### config.mk
export PLATFORM = sky130hd
export DESIGN_NAME = ex_top
export DESIGN_NICKNAME = d
export VERILOG_FILES = /design/src/rtl/ex_pkg.sv /design/src/rtl/ex_top.sv /design/src/rtl/ex_writeback.sv /design/src/rtl/ex_branch_unit.sv /design/src/rtl/ex_alu.sv /design/src/rtl/ex_dispatch.sv /design/src/rtl/ex_issue_stage.sv /design/src/rtl/ex_regfile.sv
export VERILOG_INCLUDE_DIRS = /design/src /design/src/rtl
export SDC_FILE = /design/constraint.sdc
export NUM_CORES = 2
export LEC_CHECK = 0
export BUFFER_PORTS_ARGS = -buffer_cell sky130_fd_sc_hd__buf_2
export CAP_MARGIN = 15
export CORE_MARGIN = 2
export CORE_UTILIZATION = 40
export DETAILED_ROUTE_END_ITERATION = 10
export GPL_ROUTABILITY_DRIVEN = 0
export SYNTH_ARGS = -nofsm -noshare
export SYNTH_HDL_FRONTEND = slang
export SYNTH_SLANG_ARGS = --single-unit
### constraint.sdc
create_clock -name cpu_clock_i -period 16.1 [get_ports cpu_clock_i]
set_clock_uncertainty 0.15 [all_clocks]
set_input_delay 2.415 -clock cpu_clock_i [delete_from_list [all_inputs] [get_ports cpu_clock_i]]
set_output_delay 2.415 -clock cpu_clock_i [all_outputs]
set_load 0.02 [all_outputs]
### src/rtl/ex_consts.svh
`ifndef EX_CONSTS_SVH
`define EX_CONSTS_SVH

`define EX_XLEN   32
`define EX_PREG_W 6
`define EX_NPREG  64
`define EX_ROB_W  5
`define EX_PC_W   30

// alu operation codes carried in the op field of an entry.
`define EX_OP_ADD 4'd0
`define EX_OP_SUB 4'd1
`define EX_OP_AND 4'd2
`define EX_OP_OR  4'd3
`define EX_OP_XOR 4'd4
`define EX_OP_SLT 4'd5
`define EX_OP_SLL 4'd6
`define EX_OP_SRL 4'd7

`endif
### src/rtl/ex_pkg.sv
`include "ex_consts.svh"

package ex_pkg;

    typedef enum logic [2:0] {
        ALU    = 3'd0,
        LUI    = 3'd1,
        AUIPC  = 3'd2,
        JAL    = 3'd3,
        JALR   = 3'd4,
        BRANCH = 3'd5
    } ex_kind_e;

    typedef struct packed {
        logic [`EX_ROB_W-1:0]  rob_id;
        logic [`EX_PREG_W-1:0] rs1;
        logic [`EX_PREG_W-1:0] rs2;
        logic [`EX_PREG_W-1:0] dest;
        ex_kind_e              kind;
        logic [3:0]            op;       // alu op, or branch condition in bits 2:0.
        logic                  use_imm;
        logic [`EX_XLEN-1:0]   imm;
        logic [`EX_PC_W-1:0]   pc;
        logic [1:0]            bm_pred;  // bit 1 set means predicted taken.
        logic                  btb_vld;
        logic [`EX_PC_W-1:0]   btb_target;
    } ex_entry_t;

    typedef struct packed {
        logic [`EX_XLEN-1:0]   a;
        logic [`EX_XLEN-1:0]   b;
        logic [3:0]            op;
        logic [`EX_ROB_W-1:0]  rob_id;
        logic [`EX_PREG_W-1:0] dest;
        logic                  valid;
    } ex_alu_req_t;

    typedef struct packed {
        logic [`EX_XLEN-1:0]   op1;
        logic [`EX_XLEN-1:0]   op2;
        logic [`EX_XLEN-1:0]   offset;
        logic [`EX_PC_W-1:0]   pc;
        ex_kind_e              kind;
        logic [2:0]            cond;
        logic [`EX_ROB_W-1:0]  rob_id;
        logic [`EX_PREG_W-1:0] dest;
        logic                  pred_taken;
        logic                  btb_vld;
        logic [`EX_PC_W-1:0]   btb_target;
        logic                  valid;
    } ex_bnch_req_t;

    typedef struct packed {
        logic                  taken;
        logic                  mispredict;
        logic [`EX_PC_W-1:0]   target;
    } ex_redirect_t;

    // one result word, read as alu data or as a redirect record.
    typedef union packed {
        logic [`EX_XLEN-1:0]   data;
        ex_redirect_t          redir;
    } ex_result_u;

    typedef struct packed {
        logic [`EX_ROB_W-1:0]  rob_id;
        logic [`EX_PREG_W-1:0] dest;     // zero when nothing is written.
        logic [`EX_XLEN-1:0]   link;
        ex_result_u            redirect;
        logic                  valid;
    } ex_bnch_res_t;

    typedef struct packed {
        logic [`EX_ROB_W-1:0]  rob_id;
        logic [`EX_PREG_W-1:0] dest;
        logic                  wr_en;
        logic                  is_branch;
        ex_result_u            result;
    } ex_done_t;

endpackage

### src/rtl/ex_top.sv
`timescale 1ns/1ps
`include "ex_consts.svh"

module ex_top (
    input  logic                  cpu_clock_i,
    input  logic                  rst_i,
    input  logic                  flush_i,

    input  logic                  req_i,
    output logic                  ack_o,
    input  ex_pkg::ex_entry_t     entry_i,

    output logic [`EX_PREG_W-1:0] wakeup_dest_o,
    output logic                  wakeup_valid_o,

    output ex_pkg::ex_done_t      done_o,
    output logic                  done_valid_o,
    output logic                  redirect_valid_o
);

    import ex_pkg::*;

    logic [`EX_PREG_W-1:0] rs1_addr;
    logic [`EX_PREG_W-1:0] rs2_addr;
    logic [`EX_XLEN-1:0]   rs1_data;
    logic [`EX_XLEN-1:0]   rs2_data;
    ex_entry_t             iss_entry;
    logic                  iss_valid;
    ex_alu_req_t           alu_req;
    ex_bnch_req_t          bnch_req;
    logic [`EX_ROB_W-1:0]  alu_rob_id;
    logic [`EX_PREG_W-1:0] alu_dest;
    logic [`EX_XLEN-1:0]   alu_data;
    logic                  alu_valid;
    ex_bnch_res_t          bnch_res;
    logic                  rf_wr_en;
    logic [`EX_PREG_W-1:0] rf_wr_addr;
    logic [`EX_XLEN-1:0]   rf_wr_data;

    ex_issue_stage u_issue (
        .cpu_clock_i   (cpu_clock_i),
        .rst_i         (rst_i),
        .req_i         (req_i),
        .ack_o         (ack_o),
        .entry_i       (entry_i),
        .rs1_addr_o    (rs1_addr),
        .rs2_addr_o    (rs2_addr),
        .entry_o       (iss_entry),
        .entry_valid_o (iss_valid)
    );

    ex_regfile u_regfile (
        .cpu_clock_i (cpu_clock_i),
        .rst_i       (rst_i),
        .rs1_addr_i  (rs1_addr),
        .rs2_addr_i  (rs2_addr),
        .rs1_data_o  (rs1_data),
        .rs2_data_o  (rs2_data),
        .wr_en_i     (rf_wr_en),
        .wr_addr_i   (rf_wr_addr),
        .wr_data_i   (rf_wr_data)
    );

    ex_dispatch u_dispatch (
        .cpu_clock_i    (cpu_clock_i),
        .rst_i          (rst_i),
        .flush_i        (flush_i),
        .entry_i        (iss_entry),
        .entry_valid_i  (iss_valid),
        .rs1_data_i     (rs1_data),
        .rs2_data_i     (rs2_data),
        .alu_req_o      (alu_req),
        .bnch_req_o     (bnch_req),
        .wakeup_dest_o  (wakeup_dest_o),
        .wakeup_valid_o (wakeup_valid_o)
    );

    ex_alu u_alu (
        .cpu_clock_i (cpu_clock_i),
        .rst_i       (rst_i),
        .flush_i     (flush_i),
        .req_i       (alu_req),
        .rob_id_o    (alu_rob_id),
        .dest_o      (alu_dest),
        .data_o      (alu_data),
        .valid_o     (alu_valid)
    );

    ex_branch_unit u_branch (
        .cpu_clock_i (cpu_clock_i),
        .rst_i       (rst_i),
        .flush_i     (flush_i),
        .req_i       (bnch_req),
        .res_o       (bnch_res)
    );

    ex_writeback u_writeback (
        .cpu_clock_i  (cpu_clock_i),
        .rst_i        (rst_i),
        .flush_i      (flush_i),
        .alu_rob_id_i (alu_rob_id),
        .alu_dest_i   (alu_dest),
        .alu_data_i   (alu_data),
        .alu_valid_i  (alu_valid),
        .bnch_res_i   (bnch_res),
        .rf_wr_en_o   (rf_wr_en),
        .rf_wr_addr_o (rf_wr_addr),
        .rf_wr_data_o (rf_wr_data),
        .done_o       (done_o),
        .done_valid_o (done_valid_o)
    );

    // fetch is redirected only for a completed branch that went the wrong way.
    assign redirect_valid_o = done_valid_o && done_o.is_branch
                              && done_o.result.redir.mispredict;

endmodule

### src/rtl/ex_writeback.sv
`timescale 1ns/1ps
`include "ex_consts.svh"

module ex_writeback (
    input  logic                  cpu_clock_i,
    input  logic                  rst_i,
    input  logic                  flush_i,

    input  logic [`EX_ROB_W-1:0]  alu_rob_id_i,
    input  logic [`EX_PREG_W-1:0] alu_dest_i,
    input  logic [`EX_XLEN-1:0]   alu_data_i,
    input  logic                  alu_valid_i,
    input  ex_pkg::ex_bnch_res_t  bnch_res_i,

    output logic                  rf_wr_en_o,
    output logic [`EX_PREG_W-1:0] rf_wr_addr_o,
    output logic [`EX_XLEN-1:0]   rf_wr_data_o,

    output ex_pkg::ex_done_t      done_o,
    output logic                  done_valid_o
);

    import ex_pkg::*;

    ex_done_t done_d;
    logic     any_valid;

    assign any_valid = alu_valid_i || bnch_res_i.valid;

    // the two units never finish on the same cycle since issue is spaced out.
    always_comb begin
        if (alu_valid_i) begin
            done_d.rob_id      = alu_rob_id_i;
            done_d.dest        = alu_dest_i;
            done_d.is_branch   = 1'b0;
            done_d.result.data = alu_data_i;
            rf_wr_data_o       = alu_data_i;
        end else begin
            done_d.rob_id    = bnch_res_i.rob_id;
            done_d.dest      = bnch_res_i.dest;
            done_d.is_branch = 1'b1;
            done_d.result    = bnch_res_i.redirect;
            rf_wr_data_o     = bnch_res_i.link; // only jumps carry a nonzero dest.
        end
        done_d.wr_en = done_d.dest != '0;
    end

    assign rf_wr_en_o   = any_valid && done_d.wr_en && !flush_i;
    assign rf_wr_addr_o = done_d.dest;

    always_ff @(posedge cpu_clock_i) begin
        if (rst_i) begin
            done_valid_o <= 1'b0;
        end else begin
            done_valid_o <= any_valid && !flush_i;
        end
    end

    always_ff @(posedge cpu_clock_i) begin
        done_o <= done_d;
    end

endmodule

### src/rtl/ex_branch_unit.sv
`timescale 1ns/1ps
`include "ex_consts.svh"

module ex_branch_unit (
    input  logic                 cpu_clock_i,
    input  logic                 rst_i,
    input  logic                 flush_i,

    input  ex_pkg::ex_bnch_req_t req_i,
    output ex_pkg::ex_bnch_res_t res_o
);

    import ex_pkg::*;

    logic                cond_met;
    logic                taken;
    logic [`EX_PC_W-1:0] pc_next;
    logic [`EX_PC_W-1:0] rel_target;
    logic [`EX_XLEN-1:0] jalr_sum;
    logic [`EX_PC_W-1:0] target;
    logic [`EX_PC_W-1:0] pred_next;
    ex_bnch_res_t        res_d;

    assign pc_next    = req_i.pc + 1'b1;
    assign rel_target = req_i.pc + req_i.offset[31:2]; // offset is in bytes.
    assign jalr_sum   = req_i.op1 + req_i.offset;

    // condition codes follow the RISC-V funct3 encoding.
    always_comb begin
        case (req_i.cond)
            3'b000:  cond_met = req_i.op1 == req_i.op2;
            3'b001:  cond_met = req_i.op1 != req_i.op2;
            3'b100:  cond_met = $signed(req_i.op1) < $signed(req_i.op2);
            3'b101:  cond_met = $signed(req_i.op1) >= $signed(req_i.op2);
            3'b110:  cond_met = req_i.op1 < req_i.op2;
            3'b111:  cond_met = req_i.op1 >= req_i.op2;
            default: cond_met = 1'b0;
        endcase
    end

    always_comb begin
        case (req_i.kind)
            JAL: begin
                taken  = 1'b1;
                target = rel_target;
            end
            JALR: begin
                taken  = 1'b1;
                target = jalr_sum[31:2];
            end
            default: begin
                taken  = cond_met;
                target = cond_met ? rel_target : pc_next;
            end
        endcase
    end

    // the front end went to the btb target only on a taken prediction with a hit.
    assign pred_next = (req_i.btb_vld && req_i.pred_taken) ? req_i.btb_target : pc_next;

    always_comb begin
        res_d.rob_id                    = req_i.rob_id;
        res_d.dest                      = (req_i.kind == BRANCH) ? '0 : req_i.dest;
        res_d.link                      = {pc_next, 2'b00};
        res_d.redirect.redir.taken      = taken;
        res_d.redirect.redir.mispredict = pred_next != target;
        res_d.redirect.redir.target     = target;
        res_d.valid                     = req_i.valid && !flush_i;
    end

    always_ff @(posedge cpu_clock_i) begin
        if (rst_i) begin
            res_o.valid <= 1'b0;
        end else begin
            res_o <= res_d;
        end
    end

endmodule

### src/rtl/ex_alu.sv
`timescale 1ns/1ps
`include "ex_consts.svh"

module ex_alu (
    input  logic                  cpu_clock_i,
    input  logic                  rst_i,
    input  logic                  flush_i,

    input  ex_pkg::ex_alu_req_t   req_i,

    output logic [`EX_ROB_W-1:0]  rob_id_o,
    output logic [`EX_PREG_W-1:0] dest_o,
    output logic [`EX_XLEN-1:0]   data_o,
    output logic                  valid_o
);

    logic [`EX_XLEN-1:0] result;
    logic [4:0]          shamt;

    assign shamt = req_i.b[4:0];

    always_comb begin
        case (req_i.op)
            `EX_OP_ADD: result = req_i.a + req_i.b;
            `EX_OP_SUB: result = req_i.a - req_i.b;
            `EX_OP_AND: result = req_i.a & req_i.b;
            `EX_OP_OR:  result = req_i.a | req_i.b;
            `EX_OP_XOR: result = req_i.a ^ req_i.b;
            `EX_OP_SLT: result = {31'd0, $signed(req_i.a) < $signed(req_i.b)};
            `EX_OP_SLL: result = req_i.a << shamt;
            `EX_OP_SRL: result = req_i.a >> shamt; // logical shift.
            default:    result = '0;
        endcase
    end

    always_ff @(posedge cpu_clock_i) begin
        if (rst_i) begin
            valid_o <= 1'b0;
        end else begin
            valid_o <= req_i.valid && !flush_i;
        end
    end

    always_ff @(posedge cpu_clock_i) begin
        if (req_i.valid) begin
            rob_id_o <= req_i.rob_id;
            dest_o   <= req_i.dest;
            data_o   <= result;
        end
    end

endmodule

### src/rtl/ex_dispatch.sv
`timescale 1ns/1ps
`include "ex_consts.svh"

module ex_dispatch (
    input  logic                  cpu_clock_i,
    input  logic                  rst_i,
    input  logic                  flush_i,

    input  ex_pkg::ex_entry_t     entry_i,
    input  logic                  entry_valid_i,
    input  logic [`EX_XLEN-1:0]   rs1_data_i,
    input  logic [`EX_XLEN-1:0]   rs2_data_i,

    output ex_pkg::ex_alu_req_t   alu_req_o,
    output ex_pkg::ex_bnch_req_t  bnch_req_o,

    output logic [`EX_PREG_W-1:0] wakeup_dest_o,
    output logic                  wakeup_valid_o
);

    import ex_pkg::*;

    ex_alu_req_t  alu_d;
    ex_bnch_req_t bnch_d;
    logic         live;
    logic         to_alu;

    assign live   = entry_valid_i && !flush_i;
    assign to_alu = (entry_i.kind == ALU) || (entry_i.kind == LUI) || (entry_i.kind == AUIPC);

    always_comb begin
        alu_d.rob_id = entry_i.rob_id;
        alu_d.dest   = entry_i.dest;
        alu_d.valid  = live && to_alu;
        case (entry_i.kind)
            LUI: begin
                alu_d.a  = '0;
                alu_d.b  = entry_i.imm;
                alu_d.op = `EX_OP_ADD;
            end
            AUIPC: begin
                alu_d.a  = {entry_i.pc, 2'b00}; // byte address of the instruction.
                alu_d.b  = entry_i.imm;
                alu_d.op = `EX_OP_ADD;
            end
            default: begin
                alu_d.a  = rs1_data_i;
                alu_d.b  = entry_i.use_imm ? entry_i.imm : rs2_data_i;
                alu_d.op = entry_i.op;
            end
        endcase
    end

    always_comb begin
        bnch_d.op1        = rs1_data_i;
        bnch_d.op2        = rs2_data_i;
        bnch_d.offset     = entry_i.imm;
        bnch_d.pc         = entry_i.pc;
        bnch_d.kind       = entry_i.kind;
        bnch_d.cond       = entry_i.op[2:0];
        bnch_d.rob_id     = entry_i.rob_id;
        bnch_d.dest       = entry_i.dest;
        bnch_d.pred_taken = entry_i.bm_pred[1];
        bnch_d.btb_vld    = entry_i.btb_vld;
        bnch_d.btb_target = entry_i.btb_target;
        bnch_d.valid      = live && !to_alu;
    end

    always_ff @(posedge cpu_clock_i) begin
        if (rst_i) begin
            alu_req_o.valid  <= 1'b0;
            bnch_req_o.valid <= 1'b0;
            wakeup_valid_o   <= 1'b0;
        end else begin
            alu_req_o  <= alu_d;
            bnch_req_o <= bnch_d;
            // conditional branches never produce a register value.
            wakeup_valid_o <= live && (entry_i.kind != BRANCH) && (entry_i.dest != '0);
        end
    end

    always_ff @(posedge cpu_clock_i) begin
        wakeup_dest_o <= entry_i.dest;
    end

endmodule

### src/rtl/ex_issue_stage.sv
`timescale 1ns/1ps
`include "ex_consts.svh"

module ex_issue_stage (
    input  logic                  cpu_clock_i,
    input  logic                  rst_i,

    input  logic                  req_i,
    output logic                  ack_o,
    input  ex_pkg::ex_entry_t     entry_i,

    output logic [`EX_PREG_W-1:0] rs1_addr_o,
    output logic [`EX_PREG_W-1:0] rs2_addr_o,
    output ex_pkg::ex_entry_t     entry_o,
    output logic                  entry_valid_o
);

    import ex_pkg::*;

    ex_entry_t entry_q;
    logic      capture;

    // a new request is taken only once the previous ack has dropped.
    assign capture = req_i && !ack_o;

    always_ff @(posedge cpu_clock_i) begin
        if (rst_i) begin
            ack_o         <= 1'b0;
            entry_valid_o <= 1'b0;
        end else begin
            entry_valid_o <= capture; // one pulse per transaction.
            if (capture) begin
                ack_o <= 1'b1;
            end else if (!req_i) begin
                ack_o <= 1'b0;
            end
        end
    end

    always_ff @(posedge cpu_clock_i) begin
        if (capture) begin
            entry_q <= entry_i;
        end
    end

    // the register file is addressed from the held entry.
    // operands are therefore ready while entry_valid_o is high.
    assign rs1_addr_o = entry_q.rs1;
    assign rs2_addr_o = entry_q.rs2;
    assign entry_o    = entry_q;

endmodule

### src/rtl/ex_regfile.sv
`timescale 1ns/1ps
`include "ex_consts.svh"

module ex_regfile (
    input  logic                  cpu_clock_i,
    input  logic                  rst_i,

    input  logic [`EX_PREG_W-1:0] rs1_addr_i,
    input  logic [`EX_PREG_W-1:0] rs2_addr_i,
    output logic [`EX_XLEN-1:0]   rs1_data_o,
    output logic [`EX_XLEN-1:0]   rs2_data_o,

    input  logic                  wr_en_i,
    input  logic [`EX_PREG_W-1:0] wr_addr_i,
    input  logic [`EX_XLEN-1:0]   wr_data_i
);

    logic [`EX_XLEN-1:0] regs [`EX_NPREG];

    always_ff @(posedge cpu_clock_i) begin
        if (rst_i) begin
            for (int i = 0; i < `EX_NPREG; i++) begin
                regs[i] <= '0;
            end
        end else if (wr_en_i && (wr_addr_i != '0)) begin
            regs[wr_addr_i] <= wr_data_i; // register 0 stays zero.
        end
    end

    // reads see the array directly, so a write shows on the next cycle.
    always_comb begin
        rs1_data_o = regs[rs1_addr_i];
        rs2_data_o = regs[rs2_addr_i];
        if (rs1_addr_i == '0) begin
            rs1_data_o = '0;
        end
        if (rs2_addr_i == '0) begin
            rs2_data_o = '0;
        end
    end

endmodule

# After elaboration in Yosys (flattened, before gate mapping)
# Memory sizes are Yosys's and may differ from the RTL's. A register that Yosys moved wholly into a read port is not among the register bits.
# Index checks and enable logic that the tools add are counted.
dict set report op_classes {
  shift 2
  n_addsub 5
  muxes 24
  reduce_logical 30
  n_eq_ne 22
  order_cmp 5
  n_bitwise 3
}
# cell n
set op_table {}
lappend op_table {{$pmux W32 S8} 1}
lappend op_table {{$mux W32} 5}
lappend op_table {{$pmux W68 S2} 1}
lappend op_table {{$lt A32 B32 Y1} 3}
lappend op_table {{$add A32 B32 Y32} 2}
lappend op_table {{$ge A32 B32 Y1} 2}
lappend op_table {{$mux W30} 2}
lappend op_table {{$pmux W30 S2} 1}
lappend op_table {{$mux W33} 1}
lappend op_table {{$and A32 B32 Y32} 1}
lappend op_table {{$eq A32 B32 Y1} 1}
lappend op_table {{$ne A32 B32 Y1} 1}
lappend op_table {{$or A32 B32 Y32} 1}
lappend op_table {{$reduce_or A32 Y1} 1}
lappend op_table {{$shl A32 B5 Y32} 1}
lappend op_table {{$shr A32 B5 Y32} 1}
lappend op_table {{$sub A32 B32 Y32} 1}
lappend op_table {{$xor A32 B32 Y32} 1}
lappend op_table {{$add A30 B1 Y30 const B} 1}
lappend op_table {{$add A30 B30 Y30} 1}
lappend op_table {{$ne A30 B30 Y1} 1}
lappend op_table {{$eq A3 B3 Y1 const B} 6}
lappend op_table {{$mux W6} 3}
lappend op_table {{$eq A4 B3 Y1 const B} 4}
lappend op_table {{other kinds (17)} 48}
dict set report totals {
  ram_bits 2048
  input_bits 130
  memories 1
  out_inout_bits 55
  register_bits 544
  word_cells 140
}
# memory words word_bits read_ports rd_ports_with_merged_regs write_ports line_no
set memory_table {}
lappend memory_table {u_regfile.regs 64 32 2 2 64 ex_regfile.sv:18} ;# logic [`EX_XLEN-1:0] regs [`EX_NPREG];

# Depth between registers and ports, before layout
dict set report depth {
  word_depth 10
  ltp_mapped 18
  depth_no_buf 16
}

# By module
# A second synthesis with hierarchy kept.
dict set report unflattened {
  hier_cells 10218
  area_unflattened_um2 140621.1
}
# module area_each_um2 seq_area_each_um2 cells_per_inst n_inst
set modules_own_cells {}
lappend modules_own_cells {ex_regfile 108370.2 61499.0 7176 1}
lappend modules_own_cells {ex_alu 9256.4 1311.3 1260 1}
lappend modules_own_cells {ex_branch_unit 8748.4 2212.1 1039 1}
lappend modules_own_cells {ex_dispatch 8396.8 7477.2 355 1}
lappend modules_own_cells {ex_issue_stage 3938.8 3823.7 143 1}
lappend modules_own_cells {ex_writeback 1904.3 920.9 244 1}
lappend modules_own_cells {ex_top 6.3 0.0 1 1}

# Worst setup path after synthesis
# No wires, ideal clock.
dict set report synth_path {
  kind {input to register}
  startpoint {input rst_i}
  endpoint {memory u_regfile.regs[17][0] (netlist name), enable pin}
  path_stages 3
  setup_time_ps 1125
  n_path_buf 1
  arrival_ps 15704
  setup_slack_ps -879
  required_ps 14825
  path_cell_list {inv_2 > clkbuf_1 > nand2_1}
}
# element line_no
set synth_lines {}
lappend synth_lines {{start, declared} ex_top.sv:6} ;# input logic rst_i,
lappend synth_lines {{end, declared} ex_regfile.sv:18}

==> impl_results.md <==
* Status: finished clean
* Chip height at 584 um
* Crit Path Max Fanout at 76
* CP Class: reg -> reg
* Top cells by area, synth: edfxtp_1, mux4_2, nor2_1, clkbuf_1, ha_1
* Clock Sinks at 2603
* Via count at 90663
* Root Buffer: clkbuf_16
* Largest net degree at the start of global routing at 131
* P per Cell Area at 118 mW/mm^2
* Die W at 584 um
* Post-CTS sizing at 0
* Flop2flop setup slack at 9760 ps
* HPWL Detailed at 308 mm
* Leakage power at between 50 and 60 nW
* Hold-fix buffers, CTS at 0
* Relative slew slack at 9.98%
* WL final at 484 mm
* Avg WL per Cell at 34.8 um
* Xor/xnor share of the synthesized area at 0.734%
* Slowest Stage Delay on Critical Path at 890 ps
* Worst EP required at 16590 ps
* Post-synthesis adder-cell area fraction at 1.80%
* Clk pwr share at a little under two fifths
* Worst Tran Pin Value at roughly 1300 ps
* Layout cells sized above 1 at 25.6%
* Global-route wire length before repair at between 600 and 700 mm
* Crit path DAT at around 6800 ps
* Main combinational cell family by area after synthesis: multiplexers
* Area Growth Syn to Fin at 11.5%
* Combinational power share at 17.8%
* Peak VDD IR at ~0.085 mV
* Average size of a mapped cell at 14.4 sq um
* Top-area cell type share of the netlist area at between 50% and 60%
* Initial Util at 40.3%
* Yosys cell types at between 90 and 100
* Multiplexer share of the synthesized area at a little under a quarter
* Setup bufs post-CTS at 0
* Buf/Inv on CP at 3
* Net Sw Frac at roughly 28%
* RSZ-0062 raised after global routing: no
* Final setup margin at 9760 ps
* Routed vias/inst at 6.52
* Gr usage total at 27.9%
* Synth Instances at 9332
* Worst Hold Class: reg -> reg
* Post-Place Cells at 13382
* P_int at 12.7 mW
* Reg clk slew, reported paths at 60 ps
* Hold path depth at 0
* Clock Tree Buf Depth at 4
* Reg power frac at between 40% and 50%
* CTS tree: built
* Die area at 0.341 sq mm
* Drt initial violations at about 15000
* Sw power at ~5.0 mW
* Hold Path End: u_dispatch.bnch_req_o[14]
* Ports at around 190
* CP Capture Type: register
* Final setup violation count at 0
* Post-Synthesis Cell Area at about 0.13 sq mm
* Vias in the first global route at a little under 90000
* EDFF count, synth at 2532
* Reg2Reg Depth at 8
* Min cycle time layout at 6340 ps
* DRC errors left at 0
* Hold_sp: u_issue.entry_o[13]
* Fin nets at just under 10000
* CORE AREA at about 0.33 sq mm
* Final Hold Fails at 0
* Filler cells at 29234
* GRT overflow at 0
* Total CTS buffers at 289
* Max stage delay cell, worst path: mux2i_1
* Crit-path cells: buf_4, buf_12, buf_4, mux4_2, mux4_2, mux2i_1, a211oi_1, mux2_2
* Setup TNS at 0 ps
* Row cnt at 212
* H-tree depth at 5
* Non-Filler Instances at 13909
* Yosys warns at 0
* Final period util at 39.4%
* Setup Slack @ Placement at around 9700 ps
* Leading area contributor after synthesis: edfxtp_1
* Worst skew pair latency at approximately 890 ps
* Synthesized flop and latch total at ~2600
* R2r endpoint: u_dispatch.alu_req_o[26]
* Utilization after layout at 44.9%
* Maxcap violations at 0
* Sequential element share of the synthesized area at 57.6%
* DRT antenna net count at 0
* Synth Area in Compound Gates at 4.15%
* Ys async rst share at 0%
* Top_reg_cell synth: edfxtp_1
* Post-synthesis simple-gate area fraction at 9.16%
* PortBufs at ~180
* Worst setup SP type: register
* Drt pass-1 iters at 8
* Initial antenna violation count at between 40 and 50
* FMAX at 158 MHz
* Max-slew violation count at 0
* Worst path top cell family by delay: multiplexers
-- registers in the layout, summed over array words and instances, names as in the netlist, named ones only --
signal                     count
u_regfile.regs              2048
u_dispatch.bnch_req_o        165
u_issue.entry_o              113
u_dispatch.alu_req_o          80
u_branch.res_o                74
u_writeback.done_o            45
u_alu.data_o                  32
u_alu.dest_o                   6
u_dispatch.wakeup_dest_o       6
u_issue.rs1_addr_o             6
u_issue.rs2_addr_o             6
u_alu.rob_id_o                 5
u_alu.valid_o                  1
u_dispatch.wakeup_valid_o      1
u_issue.ack_o                  1
u_issue.entry_valid_o          1
u_writeback.done_valid_o       1
-- synth_stat cells (all sizes together), types with 88 or more instances --
cell type  number
edfxtp       2532
inv           171
o21ai         189
a211oi        108
a21oi         172
ha            189
mux4         1297
nor3           90
nand2         324
nor2         2253
buf           139
mux2i         177
mux2           88
clkbuf        699
-- layout by cell type (no fill, tap or decap), drive strengths merged, types with 22 or more instances in the layout --
master	count
and3	28
nor3	90
a211oi	108
xor2	40
clkinv	117
inv	180
conb	32
mux4	1297
dfxtp	71
clkbuf	354
o211ai	40
nor2b	75
or3	29
and2	58
mux2	88
bufinv	22
mux2i	177
xnor2	70
o21bai	27
a21o	31
nand3	53
nand4	32
o21ai	189
a21oi	172
buf	474
a22oi	45
ha	189
o41ai	33
edfxtp	2532
nor2	2253
nand2	324
a31oi	22
-- worst max-delay path by stage --
stage                     cells after the start  slack, ps                       end
after CTS                                     9       9640  u_dispatch.alu_req_o[56]
after detailed placement                      9       9670  u_dispatch.alu_req_o[56]
after global routing                          8       9500  u_dispatch.alu_req_o[72]
after global placement                        9       9460    u_regfile.regs[58][18]
final                                         8       9760  u_dispatch.alu_req_o[26]
after floorplan                               3       6200     u_regfile.regs[17][0]
-- cells by family after synthesis --
kind of cell             Yosys count
AND/OR/NAND/NOR                 3015
flip-flops                      2603
XOR/XNOR                         111
adder cells (fa/ha/maj)          192
AO/OA/AOI/OAI                    838
buffers and inverters           1010
other                              1
multiplexers                    1562
-- area by class of cell --
| class | count | area [sq um] | share of cell area [%] |
|---|---|---|---|
| Sequential cell | 2603 | 77500 | 51.6 |
| Multi-Input combinational cell | 5750 | 54100 | 36.0 |
| Clock buffer | 353 | 7640 | 5.09 |
| Tap cell | 4387 | 5490 | 3.66 |
| Timing Repair Buffer | 475 | 3240 | 2.16 |
| Clock inverter | 153 | 1420 | 0.946 |
| Inverter | 172 | 653 | 0.435 |
| Antenna cell | 16 | 40.0 | 0.0267 |
-- per-stage QoR --
step	power (mW)	hold slack (ps)	cell area, sq um
6_report	17.7	270	150000
5_1_grt	18.1	272	150000
4_1_cts	17.7	269	150000
3_5_place_dp	11.2	255	141000
3_3_place_gp	11.2	254	141000
2_1_floorplan	9.99	207	135000
-- power by group through the flow --
stage | Clock [mW] | Combinational (mW) | Sequential, mW
after global routing | 6.82 | 3.26 | 8.07
after global placement | 0 | 3.04 | 8.15
after floorplan | 0 | 1.94 | 8.05
after CTS | 6.56 | 3.06 | 8.03
final | 6.52 | 3.15 | 8.04
after detailed placement | 0 | 3.05 | 8.17
-- per-layer routing --
layer | share of wire, % | global-route usage [%]
met1 | 36 | 36.5
met2 | 44 | 41.9
met3 | 14 | 8.71
met4 | 6.1 | 14.5
met5 | 0.045 | 0
(Power assumes the default switching activity.)
